<file path="src/source/syn_weight_pkg.sv">
/*
 * syn_weight_pkg
 * shared widths and types of the banked synaptic weight store,
 * including the entry held in the recall queue
 */

`default_nettype none

package syn_weight_pkg;

	// stored weight and scaled synaptic word
	localparam int WEIGHT_W   = 12;
	localparam int SYN_DATA_W = 16;

	// bank decode, top address bits pick the bank
	localparam int BANK_SEL_W = 2;
	localparam int NUM_BANKS  = 4;

	typedef logic [WEIGHT_W-1:0]   weight_t;
	typedef logic [SYN_DATA_W-1:0] syn_data_t;
	typedef logic [BANK_SEL_W-1:0] bank_sel_t;

	// axon scaling code, 0..3 selects shift 0, 1, 2 or 4
	typedef logic [1:0] scale_code_t;

	// scaled weight travels with the code that produced it
	typedef struct packed {
		syn_data_t   data;
		scale_code_t code;
	} recall_entry_t;

endpackage : syn_weight_pkg

`default_nettype wire

</file>
<file path="src/source/weight_recall_port.sv">
/*
 * weight_recall_port
 * accepts recall requests, decodes the bank from the top address bits
 * and keeps the bank select and in-flight flag for the next cycle
 */

`timescale 1ns/1ps
`default_nettype none

module weight_recall_port import syn_weight_pkg::*;
#(
	parameter int BANK_ADDR_W = 8
)
(
	input  wire logic                          clk_i,
	input  wire logic                          rst_n_i,
	input  wire logic                          start_i,
	input  wire logic [BANK_SEL_W+BANK_ADDR_W-1:0] recall_addr_i,
	input  wire logic                          recall_en_i,
	input  wire logic                          recall_ready_i,
	output logic      [NUM_BANKS-1:0]          bank_rd_en_o,
	output logic      [BANK_ADDR_W-1:0]        bank_rd_addr_o,
	output bank_sel_t                          bank_sel_o,
	output logic                               push_o
);

	bank_sel_t rd_bank;
	logic      accept;

	assign accept         = recall_en_i & recall_ready_i;
	assign rd_bank        = recall_addr_i[BANK_SEL_W+BANK_ADDR_W-1:BANK_ADDR_W];
	assign bank_rd_addr_o = recall_addr_i[BANK_ADDR_W-1:0];

	// one-hot read enable, only for an accepted request
	always_comb
	begin
		bank_rd_en_o = '0;
		bank_rd_en_o[rd_bank] = accept;
	end

	// select follows the accepted request so the output mux lines up
	// with the registered read address in the banks
	always_ff @(posedge clk_i or negedge rst_n_i)
	begin
		if (!rst_n_i)
		begin
			bank_sel_o <= '0;
			push_o     <= 1'b0;
		end
		else
		begin
			if (accept)
				bank_sel_o <= rd_bank;
			// start drops the entry that would land next edge
			push_o <= accept & ~start_i;
		end
	end

endmodule : weight_recall_port

`default_nettype wire

</file>
<file path="config.mk">
export PLATFORM = sky130hd
export DESIGN_NAME = weight_recall_port
export DESIGN_NICKNAME = d
export VERILOG_FILES = /design/src/source/syn_weight_pkg.sv /design/src/source/weight_recall_port.sv
export SDC_FILE = /design/constraint.sdc
export NUM_CORES = 1
export LEC_CHECK = 0
export ABC_AREA = 1
export ABC_CLOCK_PERIOD_IN_PS = 800
export BUFFER_PORTS_ARGS = -buffer_cell sky130_fd_sc_hd__buf_4
export CELL_PAD_IN_SITES_DETAIL_PLACEMENT = 0
export CELL_PAD_IN_SITES_GLOBAL_PLACEMENT = 1
export CORE_MARGIN = 8
export CORE_UTILIZATION = 15
export CTS_BUF_LIST = sky130_fd_sc_hd__clkbuf_8
export DETAILED_ROUTE_END_ITERATION = 8
export GPL_TIMING_DRIVEN = 0
export PLACE_DENSITY_LB_ADDON = 0.1
export SYNTH_ARGS = -nofsm -noshare
export SYNTH_HDL_FRONTEND = slang
export SYNTH_SLANG_ARGS = --single-unit
</file>
<file path="constraint.sdc">
create_clock -name clk_i -period 0.8 [get_ports clk_i]
set_clock_uncertainty 0.15 [all_clocks]
set_input_delay 0.08 -clock clk_i [delete_from_list [all_inputs] [get_ports clk_i]]
set_output_delay 0.08 -clock clk_i [all_outputs]
set_load 0.005 [all_outputs]
</file>
==> impl_metrics.tcl, run 1 <==
set metrics [dict create \
    met2_wirelength_um 353 \
    wl_met3_um 176 \
    drc 0 \
    cts_root_buf "clkbuf_8" \
    place_area_um2 384.1 \
    cts_tree "built" \
    p_sw_frac 0.2214 \
    top_layer_used "met3" \
    grt_pass1_wl_um 1435 \
    drive_gt1_frac 0.7193 \
    antenna_left 0 \
    cp_cell_sequence "buf_6" \
    whs_ps -127.8 \
    internal-power_uw 625.4 \
    syn_nets 44 \
    synth_warnings 0 \
    row_count 13 \
    crit_buf_inv 1 \
    reg2regPathDepth 3 \
    rsz0062_at_grt "true" \
    syn-cell-area_um2 207.7 \
    clkPwrFrac 0.529 \
    routed_wl_um 852 \
    cp_max_fo 2 \
    required_ps 570 \
    hold_viol 3 \
    fin_crit_sh 1.178 \
    tns_ps -550.6 \
    worstSkewPairLatency_ps 210 \
    grt_pass1_vias 343 \
    grt_use_total 0.06999 \
    fin_ws_ps -142.2 \
    p_per_area_nw_per_um2 1663 \
    synth-seq-cells 3 \
    diodes 0 \
    regArea_um2 75.07 \
    dr.pass1.iters 1 \
    finish.utilization 0.3712 \
    globalRoute.totalOverflow 0 \
    die_w_um 53.21 \
    critPathKind "reg -> out" \
    netlist_instances 29 \
    dpl.hpwl_um 709.4 \
    cts_buffers 3 \
    synth_cell_type_count 7 \
    first_iter_violations 0 \
    r2r-start "bank_sel_o[1]$_DFFE_PN0P_" \
    min-delay-start "start_i" \
    syn_avg_cell_area_um2 7.162 \
    die_h_um 53.21 \
    power.leakage_uw 0.0002740 \
    holdBufCountCts 1 \
    nets 73 \
    pre_cts_ws_ps 46.17 \
    pin_count 30 \
    p_switching_uw 177.9 \
    area_growth_pct 132.5 \
    relSlewSlack 0.9322 \
    start_util 0.1596 \
    antenna_found_initial 0 \
    setup_viol 5 \
    cap_viol_max_count 0 \
    tightest_slew_ps 101.4 \
    seq_power_share 0.221 \
    min_period_ps 942.2 \
    seq_area_frac_synth 0.3614 \
    slew_viol_final 0 \
    dr_total_vias 282 \
    failed_checks "hold timing, setup timing" \
    clockBufferDepth 2 \
    max_stage_delay_ps 380 \
    slowest_stage "dfrtp_1" \
    worstHoldEndpoint "push_o$_DFF_PN0_" \
    r2r_end "bank_sel_o[1]$_DFFE_PN0P_" \
    fp.dieArea_um2 2831 \
    hold-path-cell-count 2 \
    startpoint_type "flip-flop" \
    coreArea_um2 1301 \
    viasPerCell 3.917 \
    grt_max_degree 8 \
    wl_per_cell_um 11.83 \
    globalplace.congestion 0.6683 \
    power_frac_comb 0.250 \
    cts.sinks 3 \
    reg2reg_slack_ps -70 \
    max-vdd-ir-drop_v 0.0004816 \
    fin_area_um2 483.0 \
    status "finished, violations left" \
    critPathArrivalTime_ps 710 \
    met1Wirelength_um 322 \
    hold_class "in -> reg" \
    path_delay_family "flip-flops" \
    multiInputGateArea_um2 80.08 \
    portBuffers 21 \
    nFillCells 156 \
    clock.fmax_ghz 1.061 \
    clk_pin_slew_ps 30 \
    cts-htree-levels 1 \
    end_kind "output port" \
]
==> cell type report <==
cell class                      count  share of cell area
Inverter                            2             0.02073
Tap cell                           15             0.03886
Timing Repair Buffer               24              0.4016
Multi-Input combinational cell     16              0.1658
Clock inverter                      1            0.007772
Buffer                              8              0.1244
Clock buffer                        3             0.08549
Sequential cell                     3              0.1554
==> cell usage after synthesis <==
cell	instances	area [um2]
buf_4	8	60.06
nand2_1	8	30.03
nor2_1	5	18.77
dfrtp_1	3	75.07
inv_1	2	7.510
nand3_1	2	10.01
nand2_2	1	6.260
==> metrics by stage <==
step | hold WS, ps | cells | power [uW]
2_1_floorplan | -365.6 | 29 | 236.2
3_3_place_gp | -280.5 | 65 | 337.3
3_5_place_dp | -277.7 | 65 | 340.0
4_1_cts | -133.1 | 71 | 803.4
5_1_grt | -120.7 | 72 | 865.9
6_report | -127.8 | 72 | 803.3
==> power by group through the flow <==
| stage | combinational [uW] | sequential, uW | clock [uW] |
|---|---|---|---|
| 2_1_floorplan | 58.8 | 177 | 0 |
| 3_3_place_gp | 161 | 176 | 0 |
| 3_5_place_dp | 163 | 177 | 0 |
| 4_1_cts | 181 | 176 | 446 |
| 5_1_grt | 224 | 179 | 463 |
| 6_report | 201 | 177 | 425 |
==> state kept, by name (all words and copies together) (netlist names) <==
name        count
bank_sel_o      2
push_o          1
==> repair_timing <==
item                                    4_1_cts  5_1_grt
endpoints found under the hold margin         6        1
pin swaps                                     0        1
resized for setup                             2        9
cloned                                        0        0
endpoints found under the setup margin        3        7
buffers inserted                              1        1
==> per-layer routing <==
layer | global-route usage | up-vias
met1 | 0.06973 | 120
met4 | 0.05042 | 0
li1 | - | 136
met2 | 0.09570 | 26
met3 | 0.05602 | 0
met5 | 0 | -
==> cell usage in the layout, fill, tap and decap left out, drive strengths merged <==
cell type and count:
buf 31, nand2 9, clkbuf 3, inv 3, nand3 2, dfrtp 3, dlygate4sd3 1, nor2 5
==> logic make-up after synthesis <==
group,Yosys count,synth area share
buffers and inverters,10,0.3253
and+or+nand+nor,16,0.3133
DFF,3,0.3614
==> worst max-delay path by stage <==
stage	start	end	slack (ps)	depth (start not counted)
finish	bank_sel_o[0]$_DFFE_PN0P_	bank_sel_o[0]	-140	1
global route	bank_sel_o[1]$_DFFE_PN0P_	bank_sel_o[1]	-170	1
CTS	bank_sel_o[0]$_DFFE_PN0P_	bank_sel_o[0]	-160	1
detailed placement	recall_en_i	bank_rd_en_o[2]	50	4
global placement	recall_en_i	bank_rd_en_o[1]	40	4
floorplan	bank_sel_o[0]$_DFFE_PN0P_	bank_sel_o[0]$_DFFE_PN0P_	70	2
(Power assumes the default switching activity.)
==> run 2, diff against run 1 <==
- PLACE_DENSITY: unset -> 0.73
- PLACE_DENSITY_LB_ADDON: 0.1 -> unset
==> run 2 against run 1 <==
The run still ends with hold timing, setup timing left. Fmax up 0.44%. Routed wire length down 12%. Register-to-register slack hardly changed. Via count down 4.6%. Utilization down 0.19 points. Clock power decreased by 0.9%. Clock-buffer cell count is the same. Sequential power barely moved. First-iteration DRC count is 4 higher. Non-clock buffer count stayed put. Flip-flop and latch count is the same. Highest routed layer is now met4.
==> impl_metrics.tcl, run 2 (synthesized netlist as in run 1, its figures left out) <==
set metrics [dict create \
    start_util 0.1596 \
    fin_ws_ps -138.1 \
    critPathKind "reg -> out" \
    max-vdd-ir-drop_v 0.0004028 \
    pin_count 30 \
    area_growth_pct 131.3 \
    cts_root_buf "clkbuf_8" \
    met1Wirelength_um 298 \
    fp.dieArea_um2 2831 \
    min_period_ps 938.1 \
    grt_pass1_wl_um 1283 \
    globalRoute.totalOverflow 0 \
    row_count 13 \
    end_kind "output port" \
    regArea_um2 75.07 \
    die_h_um 53.21 \
    nFillCells 146 \
    reg_top3 "bank_sel_o (2), push_o (1)" \
    multiInputGateArea_um2 80.08 \
    grt_pass1_vias 337 \
    die_w_um 53.21 \
    dr_total_vias 269 \
    tightest_slew_ps 105.1 \
    cts_buffers 3 \
    nets 73 \
    relSlewSlack 0.9299 \
    power.leakage_uw 0.0002738 \
    required_ps 570 \
    wl_per_cell_um 10.46 \
    routed_wl_um 753 \
    tns_ps -512.3 \
    p_per_area_nw_per_um2 1655 \
    antenna_left 0 \
    cp_max_fo 2 \
    first_iter_violations 4 \
    layout_commonest_cell "buf_4" \
    slew_viol_final 0 \
    drc 0 \
    failed_checks "hold timing, setup timing" \
    slowest_stage "dfrtp_1" \
    startpoint_type "flip-flop" \
    setup_viol 5 \
    antenna_found_initial 0 \
    dpl.hpwl_um 656.7 \
    cts.sinks 3 \
    clk_pin_slew_ps 30 \
    drive_gt1_frac 0.7193 \
    crit_buf_inv 1 \
    diodes 0 \
    status "finished, violations left" \
    pre_cts_ws_ps 42.46 \
    viasPerCell 3.736 \
    total_power_uw 795.2 \
    max_stage_delay_ps 370 \
    largest_reg_flops 2 \
    reg2reg_slack_ps -60 \
    clock.fmax_ghz 1.066 \
    top_register "bank_sel_o" \
    holdBufCountCts 1 \
    globalplace.congestion 0.6449 \
    cap_viol_max_count 0 \
    mostFrequentLayoutCells "buf_4, nand2_1" \
    clockBufferDepth 2 \
    dr.pass1.iters 4 \
    met2_wirelength_um 235 \
    cp_cell_sequence "buf_6" \
    path_delay_family "flip-flops" \
    fin_crit_sh 1.173 \
    hold_class "in -> reg" \
    cts_tree "built" \
    portBuffers 21 \
    coreArea_um2 1301 \
    cts-htree-levels 1 \
    grt_max_degree 8 \
    whs_ps -131.6 \
    grt_use_total 0.06323 \
    wl_met3_um 192 \
    worstSkewPairLatency_ps 210 \
    hold_viol 3 \
    top_layer_used "met4" \
    critPathArrivalTime_ps 710 \
    rsz0062_at_grt "true" \
]
-- run 2: layer usage --
metal	track usage	up-vias
li1	-	134
met3	0.06443	5
met1	0.05538	101
met4	0.06303	0
met2	0.07813	29
met5	0	-
-- run 2: stage by stage --
step                area (um2)  utilization  cells  hold WS (ps)
floorplan                207.7            -     29        -365.6
global placement         384.1       0.2952     65        -280.6
detailed placement       384.1       0.2952     65        -276.9
CTS                      465.4       0.3577     72        -133.2
global route             480.5       0.3692     72        -124.8
finish                   480.5       0.3692     72        -131.6
-- run 2: what timing repair did --
| action | CTS | global route |
|---|---|---|
| hold endpoints to repair | 6 | 1 |
| resized for setup | 3 | 7 |
| setup buffers | 2 | 0 |
| endpoints found under the setup margin | 3 | 8 |
| pin swaps | 0 | 1 |
| cloned | 0 | 0 |
-- run 2: final timing paths --
kind,end,from,depth (start not counted)
min in group asynchronous,bank_sel_o[0]$_DFFE_PN0P_,rst_n_i,2
min reg2reg,bank_sel_o[0]$_DFFE_PN0P_,bank_sel_o[0]$_DFFE_PN0P_,3
max in group asynchronous,push_o$_DFF_PN0_,rst_n_i,2
min,push_o$_DFF_PN0_,start_i,2
max reg2reg,bank_sel_o[1]$_DFFE_PN0P_,bank_sel_o[1]$_DFFE_PN0P_,3
max,bank_sel_o[1],bank_sel_o[1]$_DFFE_PN0P_,1
-- run 2: area by class of cell --
cell class,count,area share
clock buffers,3,0.08594
flip-flops and latches,3,0.1562
multi-input cells,16,0.1667
repair buffers,24,0.4036
plain buffers,8,0.1250
inverters,2,0.01562
clock inverters,1,0.007812
well taps,15,0.03906
-- run 2: report_power, final --
| group | leakage (uW) | internal (uW) | total [uW] | switching [uW] |
|---|---|---|---|---|
| registers | 0.0000382 | 168 | 177 | 9.11 |
| logic | 0.000209 | 131 | 197 | 66.4 |
| clock network | 0.0000269 | 326 | 421 | 95.3 |
| total | 0.000274 | 624 | 795 | 171 |
==> run 3, diff against run 2 <==
- ABC_AREA: 1 -> 0
- CORE_AREA: unset -> 8 8 45 47
- CORE_MARGIN: 8 -> unset
- CORE_UTILIZATION: 15 -> unset
- DIE_AREA: unset -> 0 0 53 55
- PLACE_DENSITY: 0.73 -> 0.71
- SETUP_SLACK_MARGIN: unset -> 0.05
==> run 3 against run 2 <==
The run still ends with hold timing, setup timing left. Clock-buffer cell count stayed put. Flip-flop and latch count stayed put. Hold slack better by 0.94 ps. Design area is 6.0% higher. Non-clock buffer count is 1 lower. Cell count is 14% lower. Critical path type unchanged. Highest routed layer is now met3.
==> impl_metrics.tcl, run 3 <==
set metrics [dict create \
    coreArea_um2 1384 \
    reg2reg_slack_ps -100 \
    synth_top_area_share 0.3659 \
    viasPerCell 3.484 \
    failed_checks "hold timing, setup timing" \
    die_h_um 55 \
    tightest_slew_ps 124.0 \
    mostFrequentLayoutCells "buf_4, buf_6, dfrtp_1, clkbuf_8" \
    r2r_end "bank_sel_o[1]$_DFFE_PN0P_" \
    row_count 14 \
    area_growth_pct 148.2 \
    syn-cell-area_um2 205.2 \
    wl_per_cell_um 11.08 \
    crit_path_start "bank_sel_o[1]$_DFFE_PN0P_" \
    crit_buf_inv 1 \
    routed_wl_um 687 \
    top_register "bank_sel_o" \
    hold-path-cell-count 2 \
    reg2regPathDepth 1 \
    clk_pin_slew_ps 30 \
    netlist_instances 19 \
    seq_area_frac_synth 0.3659 \
    p_per_area_nw_per_um2 1587 \
    die_w_um 53 \
    fin_ws_ps -141.0 \
    cp_max_fo 2 \
    synth-seq-cells 3 \
    cp_cell_sequence "buf_6" \
    dr_total_vias 216 \
    grt_pass1_vias 255 \
    yosys.area.top_type "dfrtp_1" \
    clockBufferDepth 2 \
    cap_viol_max_count 0 \
    cts-htree-levels 1 \
    syn_nets 34 \
    whs_ps -130.6 \
    relSlewSlack 0.9169 \
    globalplace.congestion 0.6131 \
    antenna_left 0 \
    max-vdd-ir-drop_v 0.0003301 \
    drive_gt1_frac 0.8696 \
    cts_tree "built" \
    ys.flop_type "dfrtp_1" \
    holdBufCountCts 1 \
    fin_crit_sh 1.176 \
    startpoint_type "flip-flop" \
    pin_count 30 \
    antenna_found_initial 0 \
    end_kind "output port" \
    async_flop_share 1.000 \
    hold_viol 3 \
    slowest_stage "dfrtp_1" \
    cts_buffers 3 \
    grt_pass1_wl_um 986 \
    path_depth 1 \
    total_power_uw 808.3 \
    min_period_ps 941.0 \
    max_stage_delay_ps 380 \
    setup_viol 5 \
    required_ps 570 \
    finish.utilization 0.3680 \
    clock.fmax_ghz 1.063 \
    syn_avg_cell_area_um2 10.80 \
    status "finished, violations left" \
    start_util 0.1483 \
    dr.pass1.iters 1 \
    globalRoute.totalOverflow 0 \
    critPathArrivalTime_ps 710 \
    path_delay_family "flip-flops" \
    synth_edf_count 0 \
    nets 62 \
    reg_top3 "bank_sel_o (2), push_o (1)" \
    rsz0062_at_grt "true" \
    synth_warnings 0 \
    worstSkewPairLatency_ps 210 \
    fp.dieArea_um2 2915 \
    diodes 0 \
    crit_path_end "bank_sel_o[1]" \
    drc 0 \
    cts_root_buf "clkbuf_8" \
    critPathKind "reg -> out" \
    grt_max_degree 6 \
    synth_cell_type_count 8 \
    r2r-start "bank_sel_o[1]$_DFFE_PN0P_" \
    hold_class "in -> reg" \
    grt_use_total 0.04699 \
    portBuffers 21 \
    synthTopCellsByCount "buf_4, dfrtp_1, mux2_4, nor3b_1" \
    synth_area_leaders "dfrtp_1, buf_4, mux2_4" \
    cts.sinks 3 \
    largest_reg_flops 2 \
    power.leakage_uw 0.0002617 \
    yosysMostFrequentCell "buf_4" \
    first_iter_violations 0 \
    slew_viol_final 0 \
    layout_commonest_cell "buf_4" \
]
[run 3: layer usage]
layer  part of all wire  vias up  wire length [um]  track usage
met5                  0        -                 0            0
met4                  0        0                 0      0.03879
met3               0.20        0               137      0.03743
met2               0.46       17               318      0.06641
met1               0.34       90               231      0.04407
li1                   -      109                 -            -
[run 3: logic make-up after synthesis]
| family | Yosys count | share of synthesized area |
|---|---|---|
| muxes | 2 | 0.1463 |
| and+or+nand+nor | 6 | 0.1951 |
| buffers and inverters | 8 | 0.2927 |
| DFF | 3 | 0.3658 |
[run 3: area by class of cell]
class | instances | area, um2
Timing Repair Buffer | 23 | 209.0
Sequential cell | 3 | 75.07
Clock inverter | 1 | 3.754
Tap cell | 16 | 20.02
Buffer | 8 | 60.06
Multi-Input combinational cell | 8 | 100.1
Fill cell | 149 | 874.6
Clock buffer | 3 | 41.29
[run 3: worst min path at each step]
stage / to / startpoint
floorplan: bank_sel_o[0]$_DFFE_PN0P_ / rst_n_i
CTS: push_o$_DFF_PN0_ / start_i
global placement: bank_sel_o[1]$_DFFE_PN0P_ / rst_n_i
finish: push_o$_DFF_PN0_ / start_i
detailed placement: bank_sel_o[1]$_DFFE_PN0P_ / rst_n_i
global route: push_o$_DFF_PN0_ / start_i
[run 3: report_power, final]
part	internal (uW)	switching [uW]	total (uW)
Clock	326	91.3	417
Combinational	151	58.1	209
Sequential	170	11.8	182
Total	647	161	808
[run 3: through the flow]
| stage | area, um2 | TNS, ps | std cells | hold slack [ps] | worst slack (ps) |
|---|---|---|---|---|---|
| after floorplan | 205.2 | -176.6 | 19 | -365.6 | -88.28 |
| after global placement | 382.9 | -285.7 | 56 | -280.6 | -108.2 |
| after detailed placement | 382.9 | -327.9 | 56 | -278.3 | -111.9 |
| after CTS | 489.2 | -648.8 | 62 | -129.8 | -153.0 |
| after global routing | 509.2 | -690.7 | 62 | -121.4 | -160.7 |
| final | 509.2 | -604.2 | 62 | -130.6 | -141.0 |
[run 3: what timing repair did]
action                     CTS  global route
pin swaps                    2             0
setup endpoints to repair    9             8
hold endpoints to repair     6             3
cloned                       0             0
gates resized for setup     11             4
buffers inserted             1             0
