**src/source/syn_weight_pkg.sv**
```systemverilog
/*
 * syn_weight_pkg
 * shared widths and types of the banked synaptic weight store,
 * including the entry held in the recall queue
 */

`default_nettype none

package syn_weight_pkg;

	// stored weight and scaled synaptic word
	localparam int WEIGHT_W   = 12;
	localparam int SYN_DATA_W = 16;

	// bank decode, top address bits pick the bank
	localparam int BANK_SEL_W = 2;
	localparam int NUM_BANKS  = 4;

	typedef logic [WEIGHT_W-1:0]   weight_t;
	typedef logic [SYN_DATA_W-1:0] syn_data_t;
	typedef logic [BANK_SEL_W-1:0] bank_sel_t;

	// axon scaling code, 0..3 selects shift 0, 1, 2 or 4
	typedef logic [1:0] scale_code_t;

	// scaled weight travels with the code that produced it
	typedef struct packed {
		syn_data_t   data;
		scale_code_t code;
	} recall_entry_t;

endpackage : syn_weight_pkg

`default_nettype wire

```
**src/source/learn_writeback.sv**
```systemverilog
/*
 * learn_writeback
 * holds the scale code of the last popped entry, scales the learned
 * weight back to 12 bits and decodes the bank write
 */

`timescale 1ns/1ps
`default_nettype none

module learn_writeback import syn_weight_pkg::*;
#(
	parameter int BANK_ADDR_W = 8
)
(
	input  wire logic                          clk_i,
	input  wire logic                          rst_n_i,
	input  scale_code_t                        popped_scale_i,
	input  wire logic                          pop_i,
	input  wire logic [BANK_SEL_W+BANK_ADDR_W-1:0] wr_addr_i,
	input  syn_data_t                          wr_data_i,
	input  wire logic                          wr_en_i,
	input  wire logic                          wr_config_i,
	output logic      [NUM_BANKS-1:0]          bank_wr_en_o,
	output logic      [BANK_ADDR_W-1:0]        bank_wr_addr_o,
	output weight_t                            bank_wr_data_o
);

	scale_code_t held_scale;
	weight_t     scaled_back;
	bank_sel_t   wr_bank;

	always_ff @(posedge clk_i or negedge rst_n_i)
	begin
		if (!rst_n_i)
			held_scale <= '0;
		else if (pop_i)
			held_scale <= popped_scale_i;
	end

	// undo the recall shift
	always_comb
	begin
		case (held_scale)
			2'd1:    scaled_back = wr_data_i[12:1];
			2'd2:    scaled_back = wr_data_i[13:2];
			2'd3:    scaled_back = wr_data_i[15:4];
			default: scaled_back = wr_data_i[11:0];
		endcase
	end

	// config writes bypass the scaling
	assign bank_wr_data_o = wr_config_i ? wr_data_i[WEIGHT_W-1:0] : scaled_back;

	assign wr_bank        = wr_addr_i[BANK_SEL_W+BANK_ADDR_W-1:BANK_ADDR_W];
	assign bank_wr_addr_o = wr_addr_i[BANK_ADDR_W-1:0];

	always_comb
	begin
		bank_wr_en_o = '0;
		bank_wr_en_o[wr_bank] = wr_en_i;
	end

endmodule : learn_writeback

`default_nettype wire

```
**config.mk**
```make
export PLATFORM = sky130hd
export DESIGN_NAME = learn_writeback
export DESIGN_NICKNAME = d
export VERILOG_FILES = /design/src/source/syn_weight_pkg.sv /design/src/source/learn_writeback.sv
export SDC_FILE = /design/constraint.sdc
export NUM_CORES = 1
export LEC_CHECK = 0
export BUFFER_PORTS_ARGS = -buffer_cell sky130_fd_sc_hd__buf_2
export CAP_MARGIN = 20
export CELL_PAD_IN_SITES_DETAIL_PLACEMENT = 0
export CELL_PAD_IN_SITES_GLOBAL_PLACEMENT = 1
export CORE_ASPECT_RATIO = 0.9
export CORE_MARGIN = 3
export CORE_UTILIZATION = 25
export CTS_CLUSTER_SIZE = 14
export DETAILED_ROUTE_END_ITERATION = 10
export PLACE_DENSITY_LB_ADDON = 0.1
export SLEW_MARGIN = 0
export SYNTH_ARGS = -nofsm -noshare
export SYNTH_HDL_FRONTEND = slang
export SYNTH_SLANG_ARGS = --single-unit
```
**constraint.sdc**
```tcl
create_clock -name clk_i -period 1.8 [get_ports clk_i]
set_input_delay 0.36 -clock clk_i [delete_from_list [all_inputs] [get_ports clk_i]]
set_output_delay 0.36 -clock clk_i [all_outputs]
set_load 0.005 [all_outputs]
```
==> out/results.txt, run 1 <==
Status: finished with violations
Failing checks: negative setup slack
DR pass1 iterations: 3
Worst-Skew Late Latency: 0.23 ns
Ordered cell list for the critical path: clkbuf_16 -> mux2_4 -> a22oi_1 -> o21ai_1 -> buf_2
Average footprint of a synthesized cell: 7.809 µm²
Global route total overflow: 0
Buffers & Inverters on Critical Path: 2
Wire length of the first global-routing pass: 3456 µm
Routability congestion estimate from global placement: 0.6996
Via count: 780
Post-route worst setup slack: -0.03497 ns
WHS: 0.3659 ns
Most common cell after layout, fill and taps aside: sky130_fd_sc_hd__buf_2
IO buf count: 40
Root Driver: sky130_fd_sc_hd__clkbuf_4
Half-perimeter wire length after detailed placement: 1537 µm
Fraction of final layout cells with drive strength greater than 1: 63.41%
Max FFs per register: 2
Pin count of the biggest net entering global routing: 14
Sequential area share after synthesis: 7.366%
Data required, critical path: 1.44 ns
R2R Path Start: held_scale[1]$_DFFE_PN0P_
Commonest cells after routing, fill and taps aside: sky130_fd_sc_hd__buf_2, sky130_fd_sc_hd__mux2_4, sky130_fd_sc_hd__o21ai_1, sky130_fd_sc_hd__a21oi_1, sky130_fd_sc_hd__a22oi_2
Placed Cells: 145
Core Region: 2510 µm²
Die footprint: 3380 µm²
Routed len/inst: 14.47 µm
Clock-pin slew reported for the worst setup and hold paths after clock tree synthesis: 0.03 ns
Inserted Clock Buffers: 3
CTS tree: yes
Buffers inserted by post-CTS timing repair: 0
Fin. Hold Viols: 0
Die boundary width: 60.95 µm
Unrepaired setup endpoints after global routing: true
Total standard cell area after synthesis: 679.4 µm²
Maxcap violations: 0
Distinct cell type count after synthesis: 18
Routed vias/inst: 5.166
Ratio of total power to cell area: 478.5 nW/µm²
Static Leak: 0.4874 nW
Top register by number of flip-flops: held_scale
Path type of the worst setup path: reg2out
Critical Path End Type: output port
Final ANT Viol Nets: 0
Maximum count of clock buffers along a single path: 2
Post-synthesis to final-layout area growth: 50.46%
Setup-violating endpoint count in the final report: 7
Antenna Diode Count: 0
Setup_tns: -0.09013 ns
Largest driver fanout on the critical path: 6
Global router's overall resource usage: 13.03%
Kind of cell adding the most delay to the critical path: flip-flops
Remaining routing DRC violations: 0
Worst Hold Class: in2reg
Non-filler instance count after layout: 151
Final critical path time including I/O delays and setup: 1.835 ns
Worst path arrival time: 1.47 ns
Rel. slew slack: 86.10%
Fill count: 271
Deepest level of the CTS H-tree: 1
Nets: 158
Slew at the pin closest to its max-slew limit: 0.2085 ns
Io pins: 57
Final Cycle Share: 101.9%
Number of slew-limit violations in the final report: 0
Worst IR Drop VDD: 0.2722 mV
Worst setup skew after layout: 0 ns
Syn Nets: 120
Total detailed-routing wirelength: 2185 µm
Critical hold path startpoint: popped_scale_i[1]
Starting DRT DRC Count: 16
Synthesized instance count: 87
Number of global-route vias before repair: 780
Count of clock tree sinks: 2
Die extent in y: 55.46 µm
Largest registers: held_scale x2
Cell with the largest stage delay on the worst path: sky130_fd_sc_hd__dfrtp_2
Crit path largest cell delay: 0.44 ns
CP startpoint kind: register
Fmax achieved: 545.0 MHz
Launch point of the worst path: held_scale[0]$_DFFE_PN0P_
Post-placement worst setup slack: 0.09698 ns
Count of warnings emitted by yosys: 0
Initial standard-cell utilization of the core: 27.07%
Number of register bits inferred by synthesis: 2
Rows: 17
Antenna violations before repair: 0
worst paths after layout:
| check | endpoint | slack (ns) | cells past startpoint |
|---|---|---|---|
| worst max-delay path | bank_wr_data_o[5] | -0.03 | 5 |
| worst min-delay path | held_scale[1]$_DFFE_PN0P_ | 0.37 | 2 |
| worst max register to register | held_scale[1]$_DFFE_PN0P_ | 0.87 | 2 |
| worst min register to register | held_scale[0]$_DFFE_PN0P_ | 0.61 | 1 |
| max in group asynchronous | held_scale[0]$_DFFE_PN0P_ | 1.25 | 2 |
| min in group asynchronous | held_scale[0]$_DFFE_PN0P_ | 0.45 | 2 |
logic make-up after synthesis:
| family | after synthesis | synth area share (%) |
|---|---|---|
| compound gates | 36 | 30.94 |
| buf+inv | 15 | 16.76 |
| flops | 2 | 7.367 |
| mux | 14 | 27.07 |
| simple gates | 20 | 17.87 |
power by group:
part / switching (mW) / internal, mW / total (mW)
clock: 0.0265 / 0.0736 / 0.100
sequential: 0.00562 / 0.0503 / 0.0559
combinational: 0.142 / 0.191 / 0.333
total: 0.174 / 0.315 / 0.489
what timing repair did:
item | 4_1_cts | 5_1_grt
gates cloned | 2 | 0
endpoints found under the setup margin | 12 | 12
hold buffers | 1 | 0
resized for setup | 20 | 5
pin swaps | 11 | 1
hold endpoints to repair | 2 | 0
worst reg2reg max path, stage by stage, from the launching register on:
cell and delay [ns]:
sky130_fd_sc_hd__dfrtp_1 0.36, sky130_fd_sc_hd__buf_4 0.19, sky130_fd_sc_hd__mux2_2 0.26
final cells by class:
| class | count | area (µm²) | area share, % |
|---|---|---|---|
| tap | 28 | 35.03 | 3.427 |
| sequential | 2 | 51.30 | 5.018 |
| clock buffer | 3 | 22.52 | 2.203 |
| timing repair buffer | 48 | 317.8 | 31.09 |
| multi-input combinational | 70 | 595.6 | 58.26 |
cells in the mapped netlist, drive strengths merged:
cell,number,area (µm²)
clkbuf,2,7.510
nor3b,1,7.510
and2b,4,30.03
nand2,2,7.510
a22oi,12,90.09
nor2b,10,62.56
and3,1,6.260
mux2,14,183.9
nor2,2,7.510
o21ai,12,60.05
buf,13,106.4
dfrtp,2,50.05
a21oi,12,60.06
through the flow:
stage	util (%)	area, µm²	total power, mW
2_1_floorplan	-	679.4	0.2362
3_3_place_gp	33.90	850.8	0.3239
3_5_place_dp	33.90	850.8	0.3231
4_1_cts	40.08	1006	0.4948
5_1_grt	40.73	1022	0.5303
6_report	40.73	1022	0.4891
per-layer routing:
metal | GRT usage [%] | vias up | routed length [µm]
met3 | 2.804 | 8 | 130
li1 | - | 386 | -
met5 | 0 | - | 0
met2 | 20.00 | 24 | 1011
met4 | 7.430 | 0 | 40
met1 | 16.32 | 362 | 1004
Power figures use the tool's default switching activity.
==> run 2, diff against run 1 <==
Settings changed: CORE_ASPECT_RATIO 0.9 to 0.8.
==> run 2 against run 1 <==
Effect of this change:
- the flow still finishes with violations (negative setup slack)
- sequential power grew 3%
- via count fell by 0.90%
- clock skew stayed put
- maximum frequency hardly changed
- flip-flop and latch count unchanged
- register-to-register slack worse by 0.06 ns
- count of clock-buffer cells in the layout is the same
- routed wire length decreased by 1.1%
- worst setup slack barely moved
- critical endpoint is now bank_wr_data_o[6]
==> out/results.txt, run 2 (synthesis gave the netlist of run 1 again) <==
Critical Path End Type: output port
DR pass1 iterations: 4
Antenna Diode Count: 0
Fin. Hold Viols: 0
Pin count of the biggest net entering global routing: 19
Count of clock tree sinks: 2
Global Route met3 Usage: 2.361%
Final ANT Viol Nets: 0
Post-route worst setup slack: -0.03458 ns
Rows: 16
Rel. slew slack: 85.91%
CTS tree: yes
Path type of the worst setup path: reg2out
Via count: 773
Slew at the pin closest to its max-slew limit: 0.2114 ns
Number of slew-limit violations in the final report: 0
Remaining routing DRC violations: 0
Antenna violations before repair: 0
CP startpoint kind: register
Met1 routing resource usage after global routing: 16.19%
Nets: 160
Die footprint: 3383 µm²
Core Region: 2522 µm²
Inserted Clock Buffers: 3
Routed vias/inst: 4.801
Top register by number of flip-flops: held_scale
Global route total overflow: 0
Die boundary width: 64.29 µm
Final Cycle Share: 101.9%
Initial standard-cell utilization of the core: 26.93%
Setup_tns: -0.1842 ns
Worst-Skew Late Latency: 0.22 ns
Max FFs per register: 2
Wire length of the first global-routing pass: 3339 µm
Non-filler instance count after layout: 161
Routed len/inst: 13.43 µm
Unrepaired setup endpoints after global routing: true
Post-synthesis to final-layout area growth: 53.77%
Worst setup skew after layout: 0 ns
Total detailed-routing wirelength: 2162 µm
Clock-pin slew reported for the worst setup and hold paths after clock tree synthesis: 0.03 ns
Met2 demand-to-capacity share in global routing: 19.18%
Setup-violating endpoint count in the final report: 12
Number of global-route vias before repair: 728
Global route hottest layer: met2
Buffers & Inverters on Critical Path: 2
Placed Cells: 154
Routability congestion estimate from global placement: 0.7229
Largest registers: held_scale x2
Status: finished with violations
Maxcap violations: 0
Fraction of final layout cells with drive strength greater than 1: 64.00%
Failing checks: negative setup slack
Starting DRT DRC Count: 56
Commonest cells after routing, fill and taps aside: sky130_fd_sc_hd__buf_2, sky130_fd_sc_hd__a21oi_1, sky130_fd_sc_hd__mux2_4, sky130_fd_sc_hd__a22oi_2, sky130_fd_sc_hd__o21ai_1
Die extent in y: 52.63 µm
Worst Hold Class: in2reg
Most common cell after layout, fill and taps aside: sky130_fd_sc_hd__buf_2
Half-perimeter wire length after detailed placement: 1489 µm
Crit path largest cell delay: 0.46 ns
IO buf count: 40
Kind of cell adding the most delay to the critical path: flip-flops
Static Leak: 0.4910 nW
Ratio of total power to cell area: 470.5 nW/µm²
Cell with the largest stage delay on the worst path: sky130_fd_sc_hd__dfrtp_2
Final critical path time including I/O delays and setup: 1.835 ns
Flop2flop setup slack: 0.81 ns
Ordered cell list for the critical path: clkbuf_16 -> mux2_4 -> a22oi_2 -> o21ai_1 -> buf_2
Post-placement worst setup slack: 0.1282 ns
Worst IR Drop VDD: 0.2794 mV
Deepest level of the CTS H-tree: 1
Io pins: 57
Largest driver fanout on the critical path: 4
Global router's overall resource usage: 12.25%
Worst path arrival time: 1.47 ns
Maximum count of clock buffers along a single path: 2
Fmax achieved: 545.1 MHz
Root Driver: sky130_fd_sc_hd__clkbuf_4
Data required, critical path: 1.44 ns
-- run 2: area by class of cell --
cell class / count / area, µm²
fillers: 281 / 1478
multi-input cells: 70 / 596.8
repair buffers: 50 / 329.1
flip-flops and latches: 2 / 51.30
well taps: 36 / 45.04
clock buffers: 3 / 22.52
-- run 2: path summary, 6_finish.rpt --
| path | startpoint | endpoint | cells past startpoint |
|---|---|---|---|
| setup reg to reg | held_scale[0]$_DFFE_PN0P_ | held_scale[0]$_DFFE_PN0P_ | 2 |
| min in group asynchronous | rst_n_i | held_scale[0]$_DFFE_PN0P_ | 2 |
| hold / removal | popped_scale_i[0] | held_scale[0]$_DFFE_PN0P_ | 2 |
| hold reg to reg | held_scale[1]$_DFFE_PN0P_ | held_scale[1]$_DFFE_PN0P_ | 2 |
| setup / recovery | held_scale[0]$_DFFE_PN0P_ | bank_wr_data_o[6] | 5 |
| max in group asynchronous | rst_n_i | held_scale[0]$_DFFE_PN0P_ | 2 |
-- run 2: per-stage QoR --
stage                     instance area [µm²]  hold slack, ns  util [%]  power [mW]
after floorplan                         679.4         0.06441         -      0.2362
after global placement                  868.3          0.1467     34.42      0.3276
after detailed placement                868.3          0.1492     34.42      0.3262
after CTS                               947.2          0.3677     37.55      0.4552
after global routing                     1045          0.3714     41.42      0.5375
final                                    1045          0.3758     41.42      0.4915
-- run 2: layer usage --
| metal | vias up | share of wire (%) |
|---|---|---|
| met3 | 2 | 5.1 |
| met1 | 358 | 50 |
| li1 | 387 | - |
| met5 | - | 0 |
| met2 | 26 | 44 |
| met4 | 0 | 0.56 |
-- run 2: repair_timing --
item                                    4_1_cts  5_1_grt
hold buffers                                  1        0
cloned                                        0        2
endpoints found under the setup margin       12       12
gates resized for setup                      13       11
hold endpoints to repair                      2        0
buffers inserted                              1        0
pin swaps                                     0       12
-- run 2: where the power goes --
part | total, mW | internal, mW | leakage (nW) | switching [mW]
sequential | 0.0575 | 0.0503 | 0.0224 | 0.00716
clock | 0.0994 | 0.0736 | 0.0138 | 0.0258
combinational | 0.335 | 0.191 | 0.455 | 0.144
total | 0.492 | 0.315 | 0.491 | 0.177
-- run 2: worst register-to-register path, stage by stage (launching register included) --
cell	delay, ns
sky130_fd_sc_hd__dfrtp_2	0.46
sky130_fd_sc_hd__buf_6	0.17
sky130_fd_sc_hd__mux2_2	0.25
==> run 3, diff against run 2 <==
Settings changed: CORE_ASPECT_RATIO 0.8 to 1.75, CTS_CLUSTER_SIZE 14 to 25.
==> run 3 against run 2 <==
Effect of this change:
- the flow still finishes with violations (negative setup slack)
- routed wire length shrank 0.88%
- worst setup slack improved by 0.025 ns
- count of clock-buffer cells in the layout stayed put
- largest power group unchanged
==> out/results.txt, run 3 (synthesis gave the netlist of run 1 again) <==
Non-filler instance count after layout: 155
Pin count of the biggest net entering global routing: 15
Clock-pin slew reported for the worst setup and hold paths after clock tree synthesis: 0.03 ns
Global route total overflow: 0
Ordered cell list for the critical path: buf_6 -> mux2_2 -> a22oi_1 -> o21ai_1 -> buf_2
Count of clock tree sinks: 2
Status: finished with violations
Unrepaired setup endpoints after global routing: true
CTS tree: yes
Maxcap violations: 0
Sequential power share: 10.0%
Placed Cells: 144
Routed len/inst: 13.83 µm
Number of slew-limit violations in the final report: 0
Final ANT Viol Nets: 0
Worst IR Drop VDD: 0.6187 mV
Max FFs per register: 2
IO buf count: 40
Top register by number of flip-flops: held_scale
Ratio of total power to cell area: 533.2 nW/µm²
Path type of the worst setup path: reg2out
Final critical path time including I/O delays and setup: 1.809 ns
Switching power summed over all nets: 0.1828 mW
Initial standard-cell utilization of the core: 26.62%
Die boundary width: 45.41 µm
Io pins: 57
Rows: 24
Crit path largest cell delay: 0.41 ns
Number of global-route vias before repair: 688
Data required, critical path: 1.44 ns
Rel. slew slack: 72.52%
Worst-Skew Late Latency: 0.21 ns
Total detailed-routing wirelength: 2143 µm
Global router's overall resource usage: 11.26%
Die extent in y: 74.96 µm
Die footprint: 3404 µm²
Fmax achieved: 552.7 MHz
Inserted Clock Buffers: 3
Via count: 789
Most common cell after layout, fill and taps aside: sky130_fd_sc_hd__buf_2
Wire length of the first global-routing pass: 3056 µm
Maximum count of clock buffers along a single path: 2
Worst Hold Class: in2reg
Routability congestion estimate from global placement: 0.6488
Largest driver fanout on the critical path: 7
Deepest level of the CTS H-tree: 1
Antenna violations before repair: 0
Post-synthesis to final-layout area growth: 55.99%
Antenna Diode Count: 0
Worst setup skew after layout: 0 ns
Commonest cells after routing, fill and taps aside: sky130_fd_sc_hd__buf_2, sky130_fd_sc_hd__o21ai_1, sky130_fd_sc_hd__a21oi_1, sky130_fd_sc_hd__a22oi_2
Slew at the pin closest to its max-slew limit: 0.4113 ns
Fin. Hold Viols: 0
Critical Path End Type: output port
Routed vias/inst: 5.090
Area taken by flip-flops and latches: 51.30 µm²
Static Leak: 0.5020 nW
Total power draw: 0.5651 mW
Footprint of the multi-input gates: 600.6 µm²
Core Region: 2552 µm²
Largest registers: held_scale x2
Setup_tns: -0.009232 ns
Remaining routing DRC violations: 0
Failing checks: negative setup slack
Final Cycle Share: 100.5%
Fill count: 271
Worst path arrival time: 1.45 ns
Root Driver: sky130_fd_sc_hd__clkbuf_8
Clock power frac: 30.7%
Nets: 164
DR pass1 iterations: 2
Post-route worst setup slack: -0.009232 ns
Setup-violating endpoint count in the final report: 1
Internal power: 0.3822 mW
Starting DRT DRC Count: 12
Half-perimeter wire length after detailed placement: 1516 µm
Switching Share: 32.36%
CP startpoint kind: register
Comb power frac: 59.3%
Cell with the largest stage delay on the worst path: sky130_fd_sc_hd__dfrtp_2
Fraction of final layout cells with drive strength greater than 1: 65.89%
-- run 3: changes by cell type in the layout (fill, tap and decap cells not counted), moves of 2 or more --
cell / before / now
sky130_fd_sc_hd__a21oi_2: 0 / 2
sky130_fd_sc_hd__mux2_2: 2 / 5
sky130_fd_sc_hd__buf_4: 5 / 9
sky130_fd_sc_hd__a22oi_1: 0 / 2
sky130_fd_sc_hd__clkbuf_8: 0 / 3
sky130_fd_sc_hd__a21oi_1: 12 / 10
sky130_fd_sc_hd__clkbuf_4: 3 / 0
sky130_fd_sc_hd__a22oi_2: 12 / 10
sky130_fd_sc_hd__mux2_4: 12 / 9
-- run 3: area by class of cell --
cell class                      instances  area share, %
Sequential cell                         2          4.841
Timing Repair Buffer                   53          31.52
Tap cell                               26          3.070
Multi-Input combinational cell         71          56.67
Clock buffer                            3          3.896
-- run 3: through the flow --
stage                     setup WS [ns]  cell area, µm²  utilization, %  hold slack (ns)
final                         -0.009232            1060           41.52           0.3887
after global placement          -0.1064           855.8           33.53           0.1450
after floorplan                  0.3094           679.4               -          0.06441
after global routing           -0.06344            1060           41.52           0.4074
after detailed placement        -0.1309           855.8           33.53           0.1464
after CTS                     0.0001278           960.9           37.65           0.3832
-- run 3: timing repair --
item / in CTS / in global routing
resized for setup: 12 / 13
endpoints found under the hold margin: 2 / 0
endpoints found under the setup margin: 12 / 12
cloned: 0 / 2
hold buffers: 1 / 0
pin swaps: 3 / 9
setup buffers: 3 / 2
-- run 3: power groups by stage --
stage / Clock (mW) / Sequential [mW] / Combinational (mW)
after detailed placement: 0 / 0.0539 / 0.271
after global routing: 0.182 / 0.0571 / 0.364
after CTS: 0.181 / 0.0540 / 0.298
final: 0.174 / 0.0563 / 0.335
after floorplan: 0 / 0.0530 / 0.183
after global placement: 0 / 0.0539 / 0.272
-- run 3: path summary, 6_finish.rpt --
check / start / endpoint / slack (ns) / cells after the start
setup / recovery: held_scale[0]$_DFFE_PN0P_ / bank_wr_data_o[0] / -0.009 / 5
setup reg to reg: held_scale[0]$_DFFE_PN0P_ / held_scale[0]$_DFFE_PN0P_ / 0.70 / 3
max in group asynchronous: rst_n_i / held_scale[0]$_DFFE_PN0P_ / 1.23 / 2
hold / removal: popped_scale_i[0] / held_scale[0]$_DFFE_PN0P_ / 0.39 / 2
min in group asynchronous: rst_n_i / held_scale[0]$_DFFE_PN0P_ / 0.47 / 2
hold reg to reg: held_scale[1]$_DFFE_PN0P_ / held_scale[1]$_DFFE_PN0P_ / 0.75 / 2
-- run 3: layer usage --
| metal | part of all wire, % | GRT usage [%] |
|---|---|---|
| met4 | 0.42 | 2.606 |
| met5 | 0 | 0 |
| met2 | 52 | 20.06 |
| met3 | 5.2 | 1.196 |
| met1 | 43 | 13.96 |
-- run 3: worst max-delay path, delay by kind of cell (launching register included) --
kind            cells  cell delay (ns)
flops               1             0.41
mux                 1             0.34
buf+inv             2             0.28
compound gates      2             0.21
